`src/hdl/obj_pkg.sv`:
```
package obj_pkg;

  // Sprites kept per scanline.
  localparam int NUM_SPRITES = 10;

  // Width of a slot index into the line buffer.
  localparam int SLOT_W = 4;

  // Dots spent in mode 2.
  localparam int MODE2_LEN = 80;

  // Sprite tiles start here in video memory.
  localparam logic [15:0] TILE_BASE = 16'h8000;

  // Visible columns per line.
  localparam int LINE_WIDTH = 160;

  // Columns covered by one sprite row.
  localparam int TILE_PIXELS = 8;

  // One line buffer entry.
  typedef struct packed {
    logic [7:0] x_pos;
    logic [7:0] y_pos;
    logic [7:0] tile_idx;
    logic       valid;
  } object_t;

  typedef enum logic [1:0] {
    PPU_MODE_0,
    PPU_MODE_1,
    PPU_MODE_2,
    PPU_MODE_3
  } ppu_mode_t;

  // Color index, zero is see-through.
  typedef logic [1:0] obj_color_t;

  localparam obj_color_t COLOR_CLEAR = 2'd0;

  // Last dot of mode 2, where every stage restarts for the new line.
  function automatic logic is_line_start(input ppu_mode_t mode,
                                         input logic [7:0] dot_counter);
    return (mode == PPU_MODE_2) && (dot_counter == 8'(MODE2_LEN - 1));
  endfunction

endpackage

```
`src/hdl/obj_hit_if.sv`:
```
`timescale 1ns/1ps

interface obj_hit_if import obj_pkg::*; ();

  // Level from decode: a pending sprite starts at the next column.
  logic               hit;
  object_t            sprite;
  logic [SLOT_W-1:0]  slot;
  // Pulse from execute when it accepts the sprite.
  logic               take;

  modport select_side (
    output hit,
    output sprite,
    output slot,
    input  take
  );

  modport fetch_side (
    input  hit,
    input  sprite,
    input  slot,
    output take
  );

endinterface

```
`src/hdl/obj_sprite_select.sv`:
```
`timescale 1ns/1ps

module obj_sprite_select import obj_pkg::*; (
  input  logic              clk,
  input  logic              reset,
  input  ppu_mode_t         mode,
  input  logic [7:0]        dot_counter,
  input  logic [7:0]        pixel_x,
  input  logic              attr_we,
  input  logic [SLOT_W-1:0] attr_slot,
  input  logic [7:0]        attr_x,
  input  logic [7:0]        attr_y,
  input  logic [7:0]        attr_tile,
  input  logic              attr_valid,
  obj_hit_if.select_side    hit_bus
);

  object_t                  sprite_buf [NUM_SPRITES];
  logic [NUM_SPRITES-1:0]   pending;
  logic [NUM_SPRITES-1:0]   hit_vec;
  logic [SLOT_W-1:0]        sel_slot;
  logic [7:0]               next_x;

  // Line buffer, loaded during mode 2.
  always_ff @(posedge clk) begin
    if (attr_we && (attr_slot < SLOT_W'(NUM_SPRITES))) begin
      sprite_buf[attr_slot] <= '{
        x_pos:    attr_x,
        y_pos:    attr_y,
        tile_idx: attr_tile,
        valid:    attr_valid
      };
    end
  end

  // Pending flags, one per slot.
  always_ff @(posedge clk or posedge reset) begin
    if (reset) begin
      pending <= '0;
    end else if (is_line_start(mode, dot_counter)) begin
      for (int i = 0; i < NUM_SPRITES; i++) begin
        pending[i] <= sprite_buf[i].valid;
      end
    end else if (hit_bus.take) begin
      pending[sel_slot] <= 1'b0;
    end
  end

  assign next_x = pixel_x + 8'd1;

  // Next column inside [x_pos - 8, x_pos).
  always_comb begin
    for (int i = 0; i < NUM_SPRITES; i++) begin
      hit_vec[i] = pending[i] &&
                   (next_x >= sprite_buf[i].x_pos - 8'd8) &&
                   (next_x < sprite_buf[i].x_pos);
    end
  end

  // Lowest slot wins.
  always_comb begin
    sel_slot = '0;
    for (int i = NUM_SPRITES - 1; i >= 0; i--) begin
      if (hit_vec[i]) begin
        sel_slot = SLOT_W'(i);
      end
    end
  end

  assign hit_bus.hit    = (mode == PPU_MODE_3) && (|hit_vec);
  assign hit_bus.sprite = sprite_buf[sel_slot];
  assign hit_bus.slot   = sel_slot;

endmodule

```
`src/hdl/obj_tile_fetcher.sv`:
```
`timescale 1ns/1ps

module obj_tile_fetcher import obj_pkg::*; (
  input  logic           clk,
  input  logic           reset,
  input  ppu_mode_t      mode,
  input  logic [7:0]     dot_counter,
  input  logic [7:0]     ly,
  obj_hit_if.fetch_side  hit_bus,
  output logic [15:0]    vram_addr,
  output logic           vram_read,
  input  logic [7:0]     vram_rdata,
  output logic           push,
  output obj_color_t     push_colors [TILE_PIXELS],
  output logic           busy
);

  typedef enum logic [1:0] {
    FETCH_IDLE,
    FETCH_LOW,
    FETCH_HIGH,
    FETCH_PUSH
  } fetch_state_t;

  fetch_state_t state;
  logic         dot_phase;

  logic [7:0]   cur_tile;
  logic [7:0]   cur_y;
  logic [7:0]   tile_low;
  logic [7:0]   tile_high;
  logic [3:0]   row;
  logic [15:0]  row_addr;

  assign hit_bus.take = (mode == PPU_MODE_3) && (state == FETCH_IDLE) && hit_bus.hit;
  assign busy         = (state != FETCH_IDLE);

  // Two bytes per tile row, rows are 16 lines apart in y_pos space.
  always_comb begin
    row      = 4'(ly + 8'd16 - cur_y);
    row_addr = TILE_BASE + {4'd0, cur_tile, 4'd0} + {11'd0, row, 1'b0};
  end

  // Sprite fields and tile bytes.
  always_ff @(posedge clk) begin
    if (hit_bus.take) begin
      cur_tile <= hit_bus.sprite.tile_idx;
      cur_y    <= hit_bus.sprite.y_pos;
    end
    if ((mode == PPU_MODE_3) && dot_phase) begin
      if (state == FETCH_LOW) begin
        tile_low <= vram_rdata;
      end
      if (state == FETCH_HIGH) begin
        tile_high <= vram_rdata;
      end
    end
  end

  always_ff @(posedge clk or posedge reset) begin
    if (reset) begin
      state     <= FETCH_IDLE;
      dot_phase <= 1'b0;
      vram_addr <= '0;
      vram_read <= 1'b0;
      push      <= 1'b0;
    end else if (is_line_start(mode, dot_counter)) begin
      state     <= FETCH_IDLE;
      dot_phase <= 1'b0;
      vram_read <= 1'b0;
      push      <= 1'b0;
    end else if (mode == PPU_MODE_3) begin
      unique case (state)
        FETCH_IDLE: begin
          if (hit_bus.take) begin
            state     <= FETCH_LOW;
            dot_phase <= 1'b0;
          end
        end

        FETCH_LOW: begin
          if (!dot_phase) begin
            vram_addr <= row_addr;
            vram_read <= 1'b1;
            dot_phase <= 1'b1;
          end else begin
            // Low byte is captured this cycle.
            vram_read <= 1'b0;
            state     <= FETCH_HIGH;
            dot_phase <= 1'b0;
          end
        end

        FETCH_HIGH: begin
          if (!dot_phase) begin
            vram_addr <= row_addr + 16'd1;
            vram_read <= 1'b1;
            dot_phase <= 1'b1;
          end else begin
            vram_read <= 1'b0;
            push      <= 1'b1;
            state     <= FETCH_PUSH;
            dot_phase <= 1'b0;
          end
        end

        FETCH_PUSH: begin
          if (!dot_phase) begin
            push      <= 1'b0;
            dot_phase <= 1'b1;
          end else begin
            state     <= FETCH_IDLE;
            dot_phase <= 1'b0;
          end
        end

        default: begin
          state <= FETCH_IDLE;
        end
      endcase
    end
  end

  // Bit 7 is the leftmost pixel.
  always_comb begin
    for (int i = 0; i < TILE_PIXELS; i++) begin
      push_colors[i] = {tile_high[7-i], tile_low[7-i]};
    end
  end

endmodule

```
`src/hdl/obj_pixel_queue.sv`:
```
`timescale 1ns/1ps

module obj_pixel_queue import obj_pkg::*; (
  input  logic        clk,
  input  logic        reset,
  input  ppu_mode_t   mode,
  input  logic [7:0]  dot_counter,
  input  logic        push,
  input  obj_color_t  push_colors [TILE_PIXELS],
  input  logic        stall,
  output logic        pix_valid,
  output obj_color_t  pix_color
);

  obj_color_t slots  [TILE_PIXELS];
  obj_color_t merged [TILE_PIXELS];

  // Earlier sprites keep their opaque pixels.
  always_comb begin
    for (int i = 0; i < TILE_PIXELS; i++) begin
      if (push && (slots[i] == COLOR_CLEAR)) begin
        merged[i] = push_colors[i];
      end else begin
        merged[i] = slots[i];
      end
    end
  end

  assign pix_valid = (mode == PPU_MODE_3) && !stall;
  assign pix_color = slots[0];

  always_ff @(posedge clk or posedge reset) begin
    if (reset) begin
      for (int i = 0; i < TILE_PIXELS; i++) begin
        slots[i] <= COLOR_CLEAR;
      end
    end else if (is_line_start(mode, dot_counter)) begin
      for (int i = 0; i < TILE_PIXELS; i++) begin
        slots[i] <= COLOR_CLEAR;
      end
    end else if (pix_valid) begin
      // Slot 0 went out, move one column left.
      for (int i = 0; i < TILE_PIXELS - 1; i++) begin
        slots[i] <= merged[i+1];
      end
      slots[TILE_PIXELS-1] <= COLOR_CLEAR;
    end else begin
      for (int i = 0; i < TILE_PIXELS; i++) begin
        slots[i] <= merged[i];
      end
    end
  end

endmodule

```
`src/hdl/obj_pipeline_top.sv`:
```
`timescale 1ns/1ps

module obj_pipeline_top import obj_pkg::*; (
  input  logic              clk,
  input  logic              reset,
  input  ppu_mode_t         mode,
  input  logic [7:0]        dot_counter,
  input  logic [7:0]        ly,
  input  logic [7:0]        pixel_x,
  input  logic              attr_we,
  input  logic [SLOT_W-1:0] attr_slot,
  input  logic [7:0]        attr_x,
  input  logic [7:0]        attr_y,
  input  logic [7:0]        attr_tile,
  input  logic              attr_valid,
  output logic [15:0]       vram_addr,
  output logic              vram_read,
  input  logic [7:0]        vram_rdata,
  output logic              stall,
  output logic              pix_valid,
  output obj_color_t        pix_color
);

  obj_hit_if hit_bus ();

  logic       push;
  obj_color_t push_colors [TILE_PIXELS];
  logic       busy;

  // Pixel counter holds while a sprite is found or fetched.
  assign stall = hit_bus.hit | busy;

  obj_sprite_select u_select (
    .clk         (clk),
    .reset       (reset),
    .mode        (mode),
    .dot_counter (dot_counter),
    .pixel_x     (pixel_x),
    .attr_we     (attr_we),
    .attr_slot   (attr_slot),
    .attr_x      (attr_x),
    .attr_y      (attr_y),
    .attr_tile   (attr_tile),
    .attr_valid  (attr_valid),
    .hit_bus     (hit_bus.select_side)
  );

  obj_tile_fetcher u_fetcher (
    .clk         (clk),
    .reset       (reset),
    .mode        (mode),
    .dot_counter (dot_counter),
    .ly          (ly),
    .hit_bus     (hit_bus.fetch_side),
    .vram_addr   (vram_addr),
    .vram_read   (vram_read),
    .vram_rdata  (vram_rdata),
    .push        (push),
    .push_colors (push_colors),
    .busy        (busy)
  );

  obj_pixel_queue u_queue (
    .clk         (clk),
    .reset       (reset),
    .mode        (mode),
    .dot_counter (dot_counter),
    .push        (push),
    .push_colors (push_colors),
    .stall       (stall),
    .pix_valid   (pix_valid),
    .pix_color   (pix_color)
  );

endmodule

```
`config.mk`:
```
export PLATFORM = sky130hd
export DESIGN_NAME = obj_pipeline_top
export DESIGN_NICKNAME = d
export VERILOG_FILES = /design/src/hdl/obj_pkg.sv /design/src/hdl/obj_hit_if.sv /design/src/hdl/obj_sprite_select.sv /design/src/hdl/obj_tile_fetcher.sv /design/src/hdl/obj_pixel_queue.sv /design/src/hdl/obj_pipeline_top.sv
export SDC_FILE = /design/constraint.sdc
export NUM_CORES = 1
export LEC_CHECK = 0
export ABC_AREA = 1
export BUFFER_PORTS_ARGS = -buffer_cell sky130_fd_sc_hd__buf_2
export CORE_MARGIN = 5
export CORE_UTILIZATION = 65
export DETAILED_ROUTE_END_ITERATION = 6
export HOLD_SLACK_MARGIN = 0.02
export PLACE_DENSITY = 0.94
export SETUP_SLACK_MARGIN = 0.02
export SYNTH_ARGS = -nofsm -noshare
export SYNTH_HDL_FRONTEND = slang
export SYNTH_SLANG_ARGS = --single-unit
```
`constraint.sdc`:
```
create_clock -name clk -period 9.4 [get_ports clk]
set_clock_uncertainty 0.05 [all_clocks]
set_input_delay 1.41 -clock clk [delete_from_list [all_inputs] [get_ports clk]]
set_output_delay 1.41 -clock clk [all_outputs]
set_load 0.1 [all_outputs]
```
==> impl_metrics.env, run 1 <==
export IMPL_syn_instance_count=1542
export IMPL_ant_nets=0
export IMPL_drtIter0Drc=1798
export IMPL_synthMuxAreaShare_pct=0
export IMPL_hpwl_um=24700
export IMPL_cts_tree="built"
export IMPL_synth_seq_cells=307
export IMPL_p_clk_share_pct=33.4
export IMPL_setup_viol=0
export IMPL_place_congestion=0.836
export IMPL_syn_to_final_growth_pct=11.2
export IMPL_end_kind="primary output"
export IMPL_gr_usage_all_layers_pct=29.2
export IMPL_slew_violations=0
export IMPL_drt_first_pass_iters=6
export IMPL_arrival_ns=5.97
export IMPL_wl_um=41400
export IMPL_seqCellArea_um2=8990
export IMPL_synth_warnings=0
export IMPL_grt_pass1_wl_um=65200
export IMPL_vias=12400
export IMPL_layout_drive_gt1_share_pct=11.2
export IMPL_grt_ovfl_total=0
export IMPL_grt_pass1_vias=12800
export IMPL_multi_input_area_um2=6240
export IMPL_clkTransAtPathRegs_ns=0.06
export IMPL_hold_path_class="reg -> reg"
export IMPL_combPwrFrac_pct=20.7
export IMPL_relSlewSlack_pct=27.3
export IMPL_p_sw_share_pct=32.2
export IMPL_leakage_nw=7.87
export IMPL_syn_avg_cell_area_um2=10.3
export IMPL_max_freq_mhz=135
export IMPL_grt_antenna_before_repair=1
export IMPL_die_width_um=167
export IMPL_peakVddDrop_uv=248
export IMPL_worstPathMaxFanout=18
export IMPL_cap_violations=0
export IMPL_fin_cells=2002
export IMPL_crit_path_start_kind="primary input"
export IMPL_die_height_um=167
export IMPL_critPathKind="in -> out"
export IMPL_grt_max_degree=58
export IMPL_p_per_area_nw_per_um2=201
export IMPL_dp_cells=1944
export IMPL_synthAdderAreaFrac_pct=12.0
export IMPL_ys_types=43
export IMPL_final_hold_viol_count=0
export IMPL_dieArea_um2=27800
export IMPL_cts_root_buf="clkbuf_16"
export IMPL_cts_inserted_buffers=30
export IMPL_io_buffers=76
export IMPL_switching_power_mw=1.15
export IMPL_yosys_area_share_simple_pct=18.3
export IMPL_drc=0
export IMPL_fin_crit_ns=7.43
export IMPL_tightest_slew_ns=1.09
export IMPL_fin_util_pct=73.2
export IMPL_num_rows=57
export IMPL_synth_compound_area_share_pct=5.57
export IMPL_cts_sink_count=307
export IMPL_cts_resized=0
export IMPL_synth_area_um2=15900
export IMPL_synth_top_family_by_area="simple AND/OR/NAND/NOR gates"
export IMPL_viasPerCell=6.19
export IMPL_detail_route_wl_per_cell_um=20.7
export IMPL_seqPwrFrac_pct=46.0
export IMPL_coreArea_um2=24200
export IMPL_pin_count=87
export IMPL_clockBufferDepth=3
export IMPL_clk_latency_ns=0.59
export IMPL_synth_seq_area_share_pct=56.4
export IMPL_postCtsSetupBuffers=0
export IMPL_fillers=1379
export IMPL_fin_crit_sh_pct=79.0
export IMPL_setup_tns_ns=0
export IMPL_crit_required_ns=7.94
export IMPL_htreeDepth=1
export IMPL_power_internal_mw=2.42
export IMPL_status="completed"
export IMPL_ctsHoldBuffers=0
export IMPL_start_util_pct=65.8
export IMPL_final_nets=1870
export IMPL_rsz0062_at_grt="false"
export IMPL_yosys_area_share_xor_xnor_pct=2.36
layout make-up:
type	count	area share [%]
Inverter	159	3.36
Tap cell	324	2.29
Antenna cell	2	0.0282
Sequential cell	307	50.7
Clock inverter	12	0.501
Multi-Input combinational cell	1060	35.2
Clock buffer	44	5.04
Timing Repair Buffer	94	2.91
worst paths after layout:
| check | start | end | slack, ns | cells after the start |
|---|---|---|---|---|
| min | u_select.sprite_buf[9][0] | u_select.pending[9] | 0.40 | 2 |
| max reg2reg | u_select.sprite_buf[5][20] | u_fetcher.cur_y[1] | 4.69 | 25 |
| min in group asynchronous | reset | u_fetcher.vram_addr[6] | 1.00 | 2 |
| max | pixel_x[0] | pix_valid | 1.97 | 18 |
| min reg2reg | u_select.sprite_buf[9][0] | u_select.pending[9] | 0.40 | 2 |
| max in group asynchronous | reset | u_select.pending[6] | 7.69 | 2 |
metal layers:
metal  global-route usage [%]  routed length (um)  vias up
met2                     48.9               19500     1018
li1                         -                   -     5472
met1                     35.5               14000     5649
met4                     17.0                2810        0
met5                        0                   0        -
met3                     5.78                5120      254
stage by stage:
stage / total power [mW] / setup slack, ns / hold WS [ns] / cell area, um^2
6_report: 3.57 / 1.97 / 0.401 / 17700
5_1_grt: 3.70 / 1.71 / 0.425 / 17700
3_5_place_dp: 2.38 / 2.13 / 0.389 / 16700
3_3_place_gp: 2.34 / 2.32 / 0.376 / 16700
2_1_floorplan: 2.21 / 3.23 / 0.376 / 16000
4_1_cts: 3.55 / 2.03 / 0.403 / 17700
layout by cell type (no fill, tap or decap), types with 4 or more instances in the layout:
master / n
nand2_1: 413
a21oi_1: 69
inv_1: 153
clkbuf_16: 31
inv_2: 4
a31oi_1: 6
clkbuf_8: 7
o21ai_0: 33
nand3b_1: 5
clkinv_2: 10
xnor2_1: 12
o21bai_2: 4
nor3_1: 5
o21ai_1: 8
ha_1: 151
nand2_2: 5
dfrtp_1: 45
o2111ai_1: 6
o21a_1: 4
nand3_2: 4
o31ai_1: 5
nand4_1: 14
xor2_1: 28
a31o_2: 4
nand3_1: 162
nor2_1: 61
clkbuf_1: 6
buf_4: 18
buf_2: 76
edfxtp_1: 262
nor2_2: 14
conb_1: 26
power by group through the flow:
stage / Clock (mW) / Sequential (mW) / Combinational, mW
finish: 1.19 / 1.64 / 0.739
global route: 1.25 / 1.65 / 0.799
CTS: 1.18 / 1.64 / 0.731
detailed placement: 0 / 1.66 / 0.718
global placement: 0 / 1.66 / 0.682
floorplan: 0 / 1.83 / 0.387
flip-flops by register name, indices dropped and copies added, names as in the netlist:
register and count:
u_fetcher.tile_high 8, u_fetcher.cur_tile 8, u_fetcher.tile_low 8, u_select.pending 10, u_queue.slots 14, u_select.sprite_buf 234
u_fetcher.dot_phase 1, u_fetcher.state 2, u_fetcher.push 1, u_fetcher.cur_y 4, u_fetcher.vram_read 1, u_queue.pix_color 2
u_fetcher.vram_addr 14
logic make-up after synthesis:
| kind of cell | Yosys count |
|---|---|
| AO/OA/AOI/OAI | 151 |
| XOR/XNOR | 43 |
| adder cells (fa/ha/maj) | 152 |
| buffers and inverters | 200 |
| flip-flops | 307 |
| other | 1 |
| AND/OR/NAND/NOR | 688 |
synthesized netlist by cell type, drive strengths merged:
library cell / count / area [um^2]
nand3: 166 / 851
or2: 2 / 12.5
a31oi: 6 / 37.5
nand4: 14 / 87.6
inv: 157 / 589
conb: 1 / 3.75
dfrtp: 45 / 1130
a31o: 4 / 35.0
xnor2: 15 / 131
o2111ai: 6 / 52.6
o31ai: 5 / 37.5
a211oi: 2 / 15.0
a21oi: 72 / 379
o21ai: 41 / 205
clkinv: 2 / 7.51
nand3b: 5 / 37.5
a21o: 1 / 7.51
o21a: 4 / 30.0
o22ai: 1 / 6.26
nor2: 76 / 312
fa: 1 / 20.0
buf: 28 / 210
nor3: 5 / 25.0
nor4: 2 / 12.5
ha: 151 / 1890
nand2: 418 / 1580
o211ai: 2 / 15.0
edfxtp: 262 / 7870
o21bai: 7 / 67.6
clkbuf: 13 / 48.8
xor2: 28 / 245
critical path, stage by stage:
cell and delay (ns):
buf_2 0.30, nand3_1 0.16, nand3b_1 0.24, nand3b_1 0.23, xnor2_2 0.74, buf_4 0.34
ha_1 0.27, a21oi_1 0.21, o21a_1 0.15, nand2_1 0.06, nand2_1 0.11, nand2_1 0.11
nor2_1 0.23, nand3b_1 0.18, nand2_2 0.12, nand3_2 0.25, inv_2 0.34, buf_2 0.49
Note: power is estimated with default switching activity, not from simulation.
==> run 2: changes to the inputs <==
- ABC_AREA: 1 -> 0
- CORE_UTILIZATION: 65 -> 55
- PLACE_DENSITY: 0.94 -> 0.86
- clock period: 9.4 -> 6.1 ns (I/O delays scaled with it)
==> run 2 against run 1 <==
  * Global-route usage shrank 6.3 points
  * Register-to-register slack lost 2.9 ns
  * Die area rose by 8.7%
  * Clock power rose by 49%
  * Total power rose by 46%
  * Design area decreased by 5.5%
  * Via count down 17%
  * First-iteration DRC count is 36% lower
  * Area after synthesis is 7.5% lower
  * Final cell count decreased by 16%
  * Non-clock buffer count up 20
  * Setup slack worse by 1.5 ns
  * Critical path type unchanged
  * Critical endpoint unchanged
  * Largest cell class unchanged
==> impl_metrics.env, run 2 <==
export IMPL_peakVddDrop_uv=223
export IMPL_synthMuxAreaShare_pct=2.30
export IMPL_diodes=0
export IMPL_hold_end="u_select.pending[0]"
export IMPL_largest_register="u_select.sprite_buf"
export IMPL_synth_seq_cells=283
export IMPL_synthAdderAreaFrac_pct=13.0
export IMPL_hpwl_um=22500
export IMPL_cp_cell_sequence="buf_2 -> nand3_1 -> nor2_1 -> nand3_1 -> xnor2_2 -> buf_4 -> ha_1 -> a2111oi_0 -> a211oi_1 -> buf_4 -> nor4_1 -> and3_1 -> nand3_2 -> clkinv_1 -> buf_12"
export IMPL_hold_path_class="reg -> reg"
export IMPL_vias=10300
export IMPL_ant_nets=0
export IMPL_synth_area_um2=14700
export IMPL_grt_ovfl_total=0
export IMPL_coreArea_um2=26700
export IMPL_setup_viol=0
export IMPL_final_cell_area_um2=16800
export IMPL_dieArea_um2=30200
export IMPL_ff2ff_setup_slack_ns=1.76
export IMPL_cap_violations=0
export IMPL_holdWs_ns=0.399
export IMPL_fin_crit_ns=5.60
export IMPL_detail_route_wl_per_cell_um=21.0
export IMPL_synth_seq_area_share_pct=56.1
export IMPL_synth_area_leader_cell="edfxtp_1"
export IMPL_tightest_slew_ns=0.984
export IMPL_cts_root_buf="clkbuf_16"
export IMPL_grt_pass1_wl_um=55200
export IMPL_status="completed"
export IMPL_dp_slack_ns=0.649
export IMPL_critPathTopFamily="simple AND/OR/NAND/NOR gates"
export IMPL_synth_commonest_cells="edfxtp_1, ha_1, inv_1"
export IMPL_syn_avg_cell_area_um2=12.3
export IMPL_crit_path_top_delay_cell="a2111oi_0"
export IMPL_grt_max_degree=46
export IMPL_clkTransAtPathRegs_ns=0.06
export IMPL_drt_first_pass_iters=6
export IMPL_min_from="u_select.sprite_buf[0][0]"
export IMPL_r2r_cells=14
export IMPL_fin_util_pct=62.9
export IMPL_seqCellArea_um2=8270
export IMPL_clk_latency_ns=0.56
export IMPL_cts_sink_count=283
export IMPL_post_dp_cell_area_um2=15800
export IMPL_slew_violations=0
export IMPL_whs_path_depth=2
export IMPL_cts_tree="built"
export IMPL_num_rows=60
export IMPL_multi_input_area_um2=6000
export IMPL_syn_instance_count=1200
export IMPL_synth_area_top_cells="edfxtp_1, ha_1, dfrtp_1, o21ai_0, inv_1"
export IMPL_ctsHoldBuffers=0
export IMPL_synth_warnings=0
export IMPL_grt_antenna_before_repair=2
export IMPL_viasPerCell=6.19
export IMPL_postCtsSetupBuffers=0
export IMPL_critPathBufInv=5
export IMPL_drtIter0Drc=1148
export IMPL_place_congestion=0.854
export IMPL_htreeDepth=1
export IMPL_cts_resized=0
export IMPL_start_util_pct=55.3
export IMPL_setup_tns_ns=0
export IMPL_io_buffers=76
export IMPL_synth_top_family_by_area="adder cells"
export IMPL_layout_common_cells="edfxtp_1, ha_1, inv_1, o21ai_0, buf_2"
export IMPL_max_freq_mhz=179
export IMPL_synth_top_cell_area_share_pct=48.5
export IMPL_async_flop_share_pct=15.9
export IMPL_ys_types=77
export IMPL_cts_inserted_buffers=28
export IMPL_syn_to_final_growth_pct=13.7
export IMPL_crit_path_start_kind="primary input"
export IMPL_max_stage_delay_ns=0.55
export IMPL_synth_compound_area_share_pct=12.8
export IMPL_synth_most_common_cell="edfxtp_1"
export IMPL_final_nets=1527
export IMPL_leakage_nw=6.75
export IMPL_fin_crit_sh_pct=91.7
export IMPL_largest_reg_flops=210
export IMPL_worstPathMaxFanout=20
export IMPL_top_regs="u_select.sprite_buf: 210 flops, u_fetcher.vram_addr: 14 flops, u_queue.slots: 14 flops"
export IMPL_critPathKind="in -> out"
export IMPL_r2r_end="u_fetcher.cur_tile[3]"
export IMPL_grt_pass1_vias=10500
export IMPL_r2r_start="u_select.sprite_buf[8][20]"
export IMPL_synth_edf_count=238
export IMPL_rsz0062_at_grt="false"
export IMPL_ys_flop_type="edfxtp_1"
export IMPL_yosys_area_share_xor_xnor_pct=2.67
export IMPL_relSlewSlack_pct=34.4
export IMPL_setup_ws_ns=0.504
export IMPL_crit_required_ns=5.13
export IMPL_end_kind="primary output"
export IMPL_p_per_area_nw_per_um2=312
export IMPL_pin_count=87
export IMPL_arrival_ns=4.63
export IMPL_drc=0
export IMPL_final_common_cell="edfxtp_1"
export IMPL_wl_um=35200
export IMPL_fillers=1849
export IMPL_layout_drive_gt1_share_pct=14.9
export IMPL_die_height_um=174
export IMPL_final_hold_viol_count=0
export IMPL_gr_usage_all_layers_pct=22.9
export IMPL_die_width_um=174
export IMPL_yosys_area_share_simple_pct=9.44
export IMPL_clockBufferDepth=3
run 2: layout make-up:
type                       instances  area share (%)
multi-input combinational        784            35.8
clock inverter                     9           0.777
tap                              341            2.55
timing repair buffer             114            4.23
clock buffer                      43            5.07
inverter                          98            2.20
sequential                       283            49.4
run 2: logic make-up after synthesis:
logic type	after synthesis
flops	283
fa+ha+maj	152
compound gates	275
other cells	1
xor+xnor	45
buf+inv	134
mux	33
simple gates	277
run 2: worst reg2reg max path: stages, from the launching register on:
cell and delay, ns:
edfxtp_1 0.43, inv_1 0.12, ha_1 0.19, nand3_1 0.10, xnor2_1 0.14, ha_1 0.33, nand4_1 0.08, or3_1 0.38
a311o_1 0.45, a211oi_2 0.41, o211a_1 0.61, buf_4 0.28, o21ai_0 0.10, a31oi_1 0.24, a311o_1 0.27
run 2: metrics by stage:
stage | instances | total power [mW]
after floorplan | 1201 | 3.19
after global placement | 1620 | 3.43
after detailed placement | 1620 | 3.48
after CTS | 1672 | 5.24
after global routing | 1672 | 5.43
final | 1672 | 5.22
run 2: metal layers:
metal,vias up,share of wire (%),track usage [%]
met3,92,9.3,5.08
met5,-,0.077,0
met1,4978,39,28.6
met2,523,49,39.4
li1,4747,-,-
met4,4,3.1,8.08
run 2: worst max-delay path by stage:
stage	start	endpoint	cells after the start
3_5_place_dp	pixel_x[0]	u_fetcher.cur_tile[2]	15
3_3_place_gp	pixel_x[0]	pix_valid	16
4_1_cts	pixel_x[0]	pix_valid	15
6_report	pixel_x[0]	pix_valid	15
5_1_grt	pixel_x[0]	pix_valid	16
2_1_floorplan	pixel_x[0]	pix_valid	12
run 2: power by group:
part / switching (mW) / internal [mW] / total, mW
combinational: 0.806 / 0.309 / 1.11
clock: 0.719 / 1.05 / 1.77
sequential: 0.0928 / 2.24 / 2.34
==> run 3: changes to the inputs <==
- BUFFER_PORTS_ARGS: -buffer_cell sky130_fd_sc_hd__buf_2 -> -buffer_cell sky130_fd_sc_hd__buf_4
==> run 3 against run 2 <==
  * Total power rose by 0.12%
  * Via count rose by 0.98%
  * Sequential power barely moved
  * Critical path depth did not move
  * Wire length rose by 0.89%
  * Hold slack got worse by 0.0012 ns
  * Fmax fell by 3.2%
  * Non-clock buffer count rose by 4
  * Critical path type unchanged
  * Largest power group unchanged
  * Highest routed layer is now met4
==> impl_metrics.env, run 3 (synthesized netlist as in run 2, its figures left out) <==
export IMPL_grt_pass1_vias=10500
export IMPL_r2r_start="u_select.sprite_buf[0][20]"
export IMPL_hold_end="u_select.pending[2]"
export IMPL_grt_antenna_before_repair=0
export IMPL_cts_inserted_buffers=28
export IMPL_hpwl_um=23400
export IMPL_largest_reg_flops=210
export IMPL_cts_tree="built"
export IMPL_grt_pass1_wl_um=55300
export IMPL_dp_cells=1624
export IMPL_r2r_cells=14
export IMPL_place_congestion=0.866
export IMPL_cts_sink_count=283
export IMPL_dieArea_um2=30200
export IMPL_cts_resized=0
export IMPL_layout_common_cells="edfxtp_1, ha_1, buf_4, inv_1, o21ai_0"
export IMPL_ff2ff_setup_slack_ns=1.84
export IMPL_htreeDepth=1
export IMPL_crit_path_start_kind="primary input"
export IMPL_postCtsSetupBuffers=0
export IMPL_critPathKind="in -> out"
export IMPL_fin_cells=1676
export IMPL_r2r_end="u_fetcher.cur_tile[0]"
export IMPL_peakVddDrop_uv=224
export IMPL_fillers=1807
export IMPL_p_per_area_nw_per_um2=309
export IMPL_pin_count=87
export IMPL_crit_path_top_delay_cell="xnor2_2"
export IMPL_clk_latency_ns=0.56
export IMPL_detail_route_wl_per_cell_um=21.2
export IMPL_fin_util_pct=63.5
export IMPL_clockBufferDepth=3
export IMPL_fin_crit_ns=5.78
export IMPL_power_internal_mw=3.60
export IMPL_cts_root_buf="clkbuf_16"
export IMPL_wl_um=35500
export IMPL_max_freq_mhz=173
export IMPL_fin_crit_sh_pct=94.7
export IMPL_tightest_slew_ns=0.984
export IMPL_gr_usage_all_layers_pct=22.9
export IMPL_die_height_um=174
export IMPL_max_stage_delay_ns=0.65
export IMPL_seqCellArea_um2=8270
export IMPL_multi_input_area_um2=6000
export IMPL_end_kind="primary output"
export IMPL_min_from="u_select.sprite_buf[2][0]"
export IMPL_relSlewSlack_pct=34.3
export IMPL_start_util_pct=55.3
export IMPL_status="completed"
export IMPL_vias=10400
export IMPL_grt_ovfl_total=0
export IMPL_arrival_ns=4.81
export IMPL_grt_max_degree=46
export IMPL_ctsHoldBuffers=0
export IMPL_worstPathMaxFanout=12
export IMPL_slew_violations=0
export IMPL_io_buffers=76
export IMPL_syn_to_final_growth_pct=14.7
export IMPL_switching_power_mw=1.63
export IMPL_crit_top_cell="buf_4"
export IMPL_crit_required_ns=5.13
export IMPL_post_dp_cell_area_um2=16000
export IMPL_setup_viol=0
export IMPL_hold_path_class="reg -> reg"
export IMPL_leakage_nw=6.80
export IMPL_diodes=0
export IMPL_viasPerCell=6.23
export IMPL_largest_register="u_select.sprite_buf"
export IMPL_p_clk_share_pct=33.3
export IMPL_cp_cell_sequence="buf_4 -> ha_1 -> nand3_1 -> xnor2_2 -> buf_4 -> ha_1 -> a21o_1 -> a21oi_1 -> o21ai_0 -> and3_1 -> nor4_2 -> and3_1 -> nand3_2 -> clkinv_1 -> buf_4"
export IMPL_clkTransAtPathRegs_ns=0.06
export IMPL_final_common_cell="edfxtp_1"
export IMPL_cap_violations=0
export IMPL_p_sw_share_pct=31.1
export IMPL_drt_first_pass_iters=5
export IMPL_seqPwrFrac_pct=44.7
export IMPL_ant_nets=0
export IMPL_die_width_um=174
export IMPL_rsz0062_at_grt="false"
export IMPL_final_nets=1531
export IMPL_final_hold_viol_count=0
export IMPL_top_regs="u_select.sprite_buf: 210 flops, u_fetcher.vram_addr: 14 flops, u_queue.slots: 14 flops"
export IMPL_final_cell_area_um2=16900
export IMPL_drc=0
export IMPL_num_rows=60
export IMPL_layout_drive_gt1_share_pct=14.8
export IMPL_coreArea_um2=26700
export IMPL_setup_tns_ns=0
export IMPL_combPwrFrac_pct=22.0
export IMPL_whs_path_depth=2
export IMPL_drtIter0Drc=1204
run 3: layer usage:
| layer | track usage, % | share of wire [%] | vias to the layer above | routed length [um] |
|---|---|---|---|---|
| li1 | - | - | 4750 | - |
| met1 | 28.5 | 38 | 5037 | 13400 |
| met2 | 39.3 | 50 | 555 | 17600 |
| met3 | 4.97 | 9.2 | 103 | 3260 |
| met4 | 9.01 | 3.6 | 0 | 1280 |
| met5 | 0 | 0 | - | 0 |
run 3: per-stage QoR:
step                      setup WS, ns  hold WS (ns)  power, mW
after floorplan                  0.381         0.376       3.19
after global placement           0.517         0.380       3.47
after detailed placement         0.402         0.395       3.51
after CTS                        0.363         0.387       5.23
after global routing             0.131         0.401       5.44
final                            0.321         0.398       5.23
run 3: final cells by class:
cell class | count | area share [%]
Tap cell | 341 | 2.52
Clock inverter | 12 | 0.984
Timing Repair Buffer | 118 | 5.31
Inverter | 98 | 2.18
Sequential cell | 283 | 48.9
Multi-Input combinational cell | 784 | 35.5
Clock buffer | 40 | 4.59
run 3: power by group through the flow:
stage | Combinational, mW | Clock [mW] | Sequential, mW
6_report | 1.15 | 1.74 | 2.34
5_1_grt | 1.23 | 1.85 | 2.35
4_1_cts | 1.15 | 1.75 | 2.34
3_5_place_dp | 1.13 | 0 | 2.38
3_3_place_gp | 1.10 | 0 | 2.37
2_1_floorplan | 0.544 | 0 | 2.65
run 3: worst max-delay path, delay by kind of cell:
kind,cells,cell delay (ns)
AOI/OAI and AO/OA,3,0.48
xor gates and xnor gates,1,0.65
adders and majority gates,2,0.49
buffers and inverters,4,0.90
and+or+nand+nor,5,1.37
run 3: worst max-delay path by stage:
stage	start	endpoint	slack [ns]
floorplan	pixel_x[0]	pix_valid	0.38
global placement	pixel_x[0]	pix_valid	0.52
detailed placement	pixel_x[0]	pix_valid	0.40
CTS	pixel_x[0]	stall	0.36
global route	pixel_x[0]	pix_valid	0.13
finish	pixel_x[0]	pix_valid	0.32
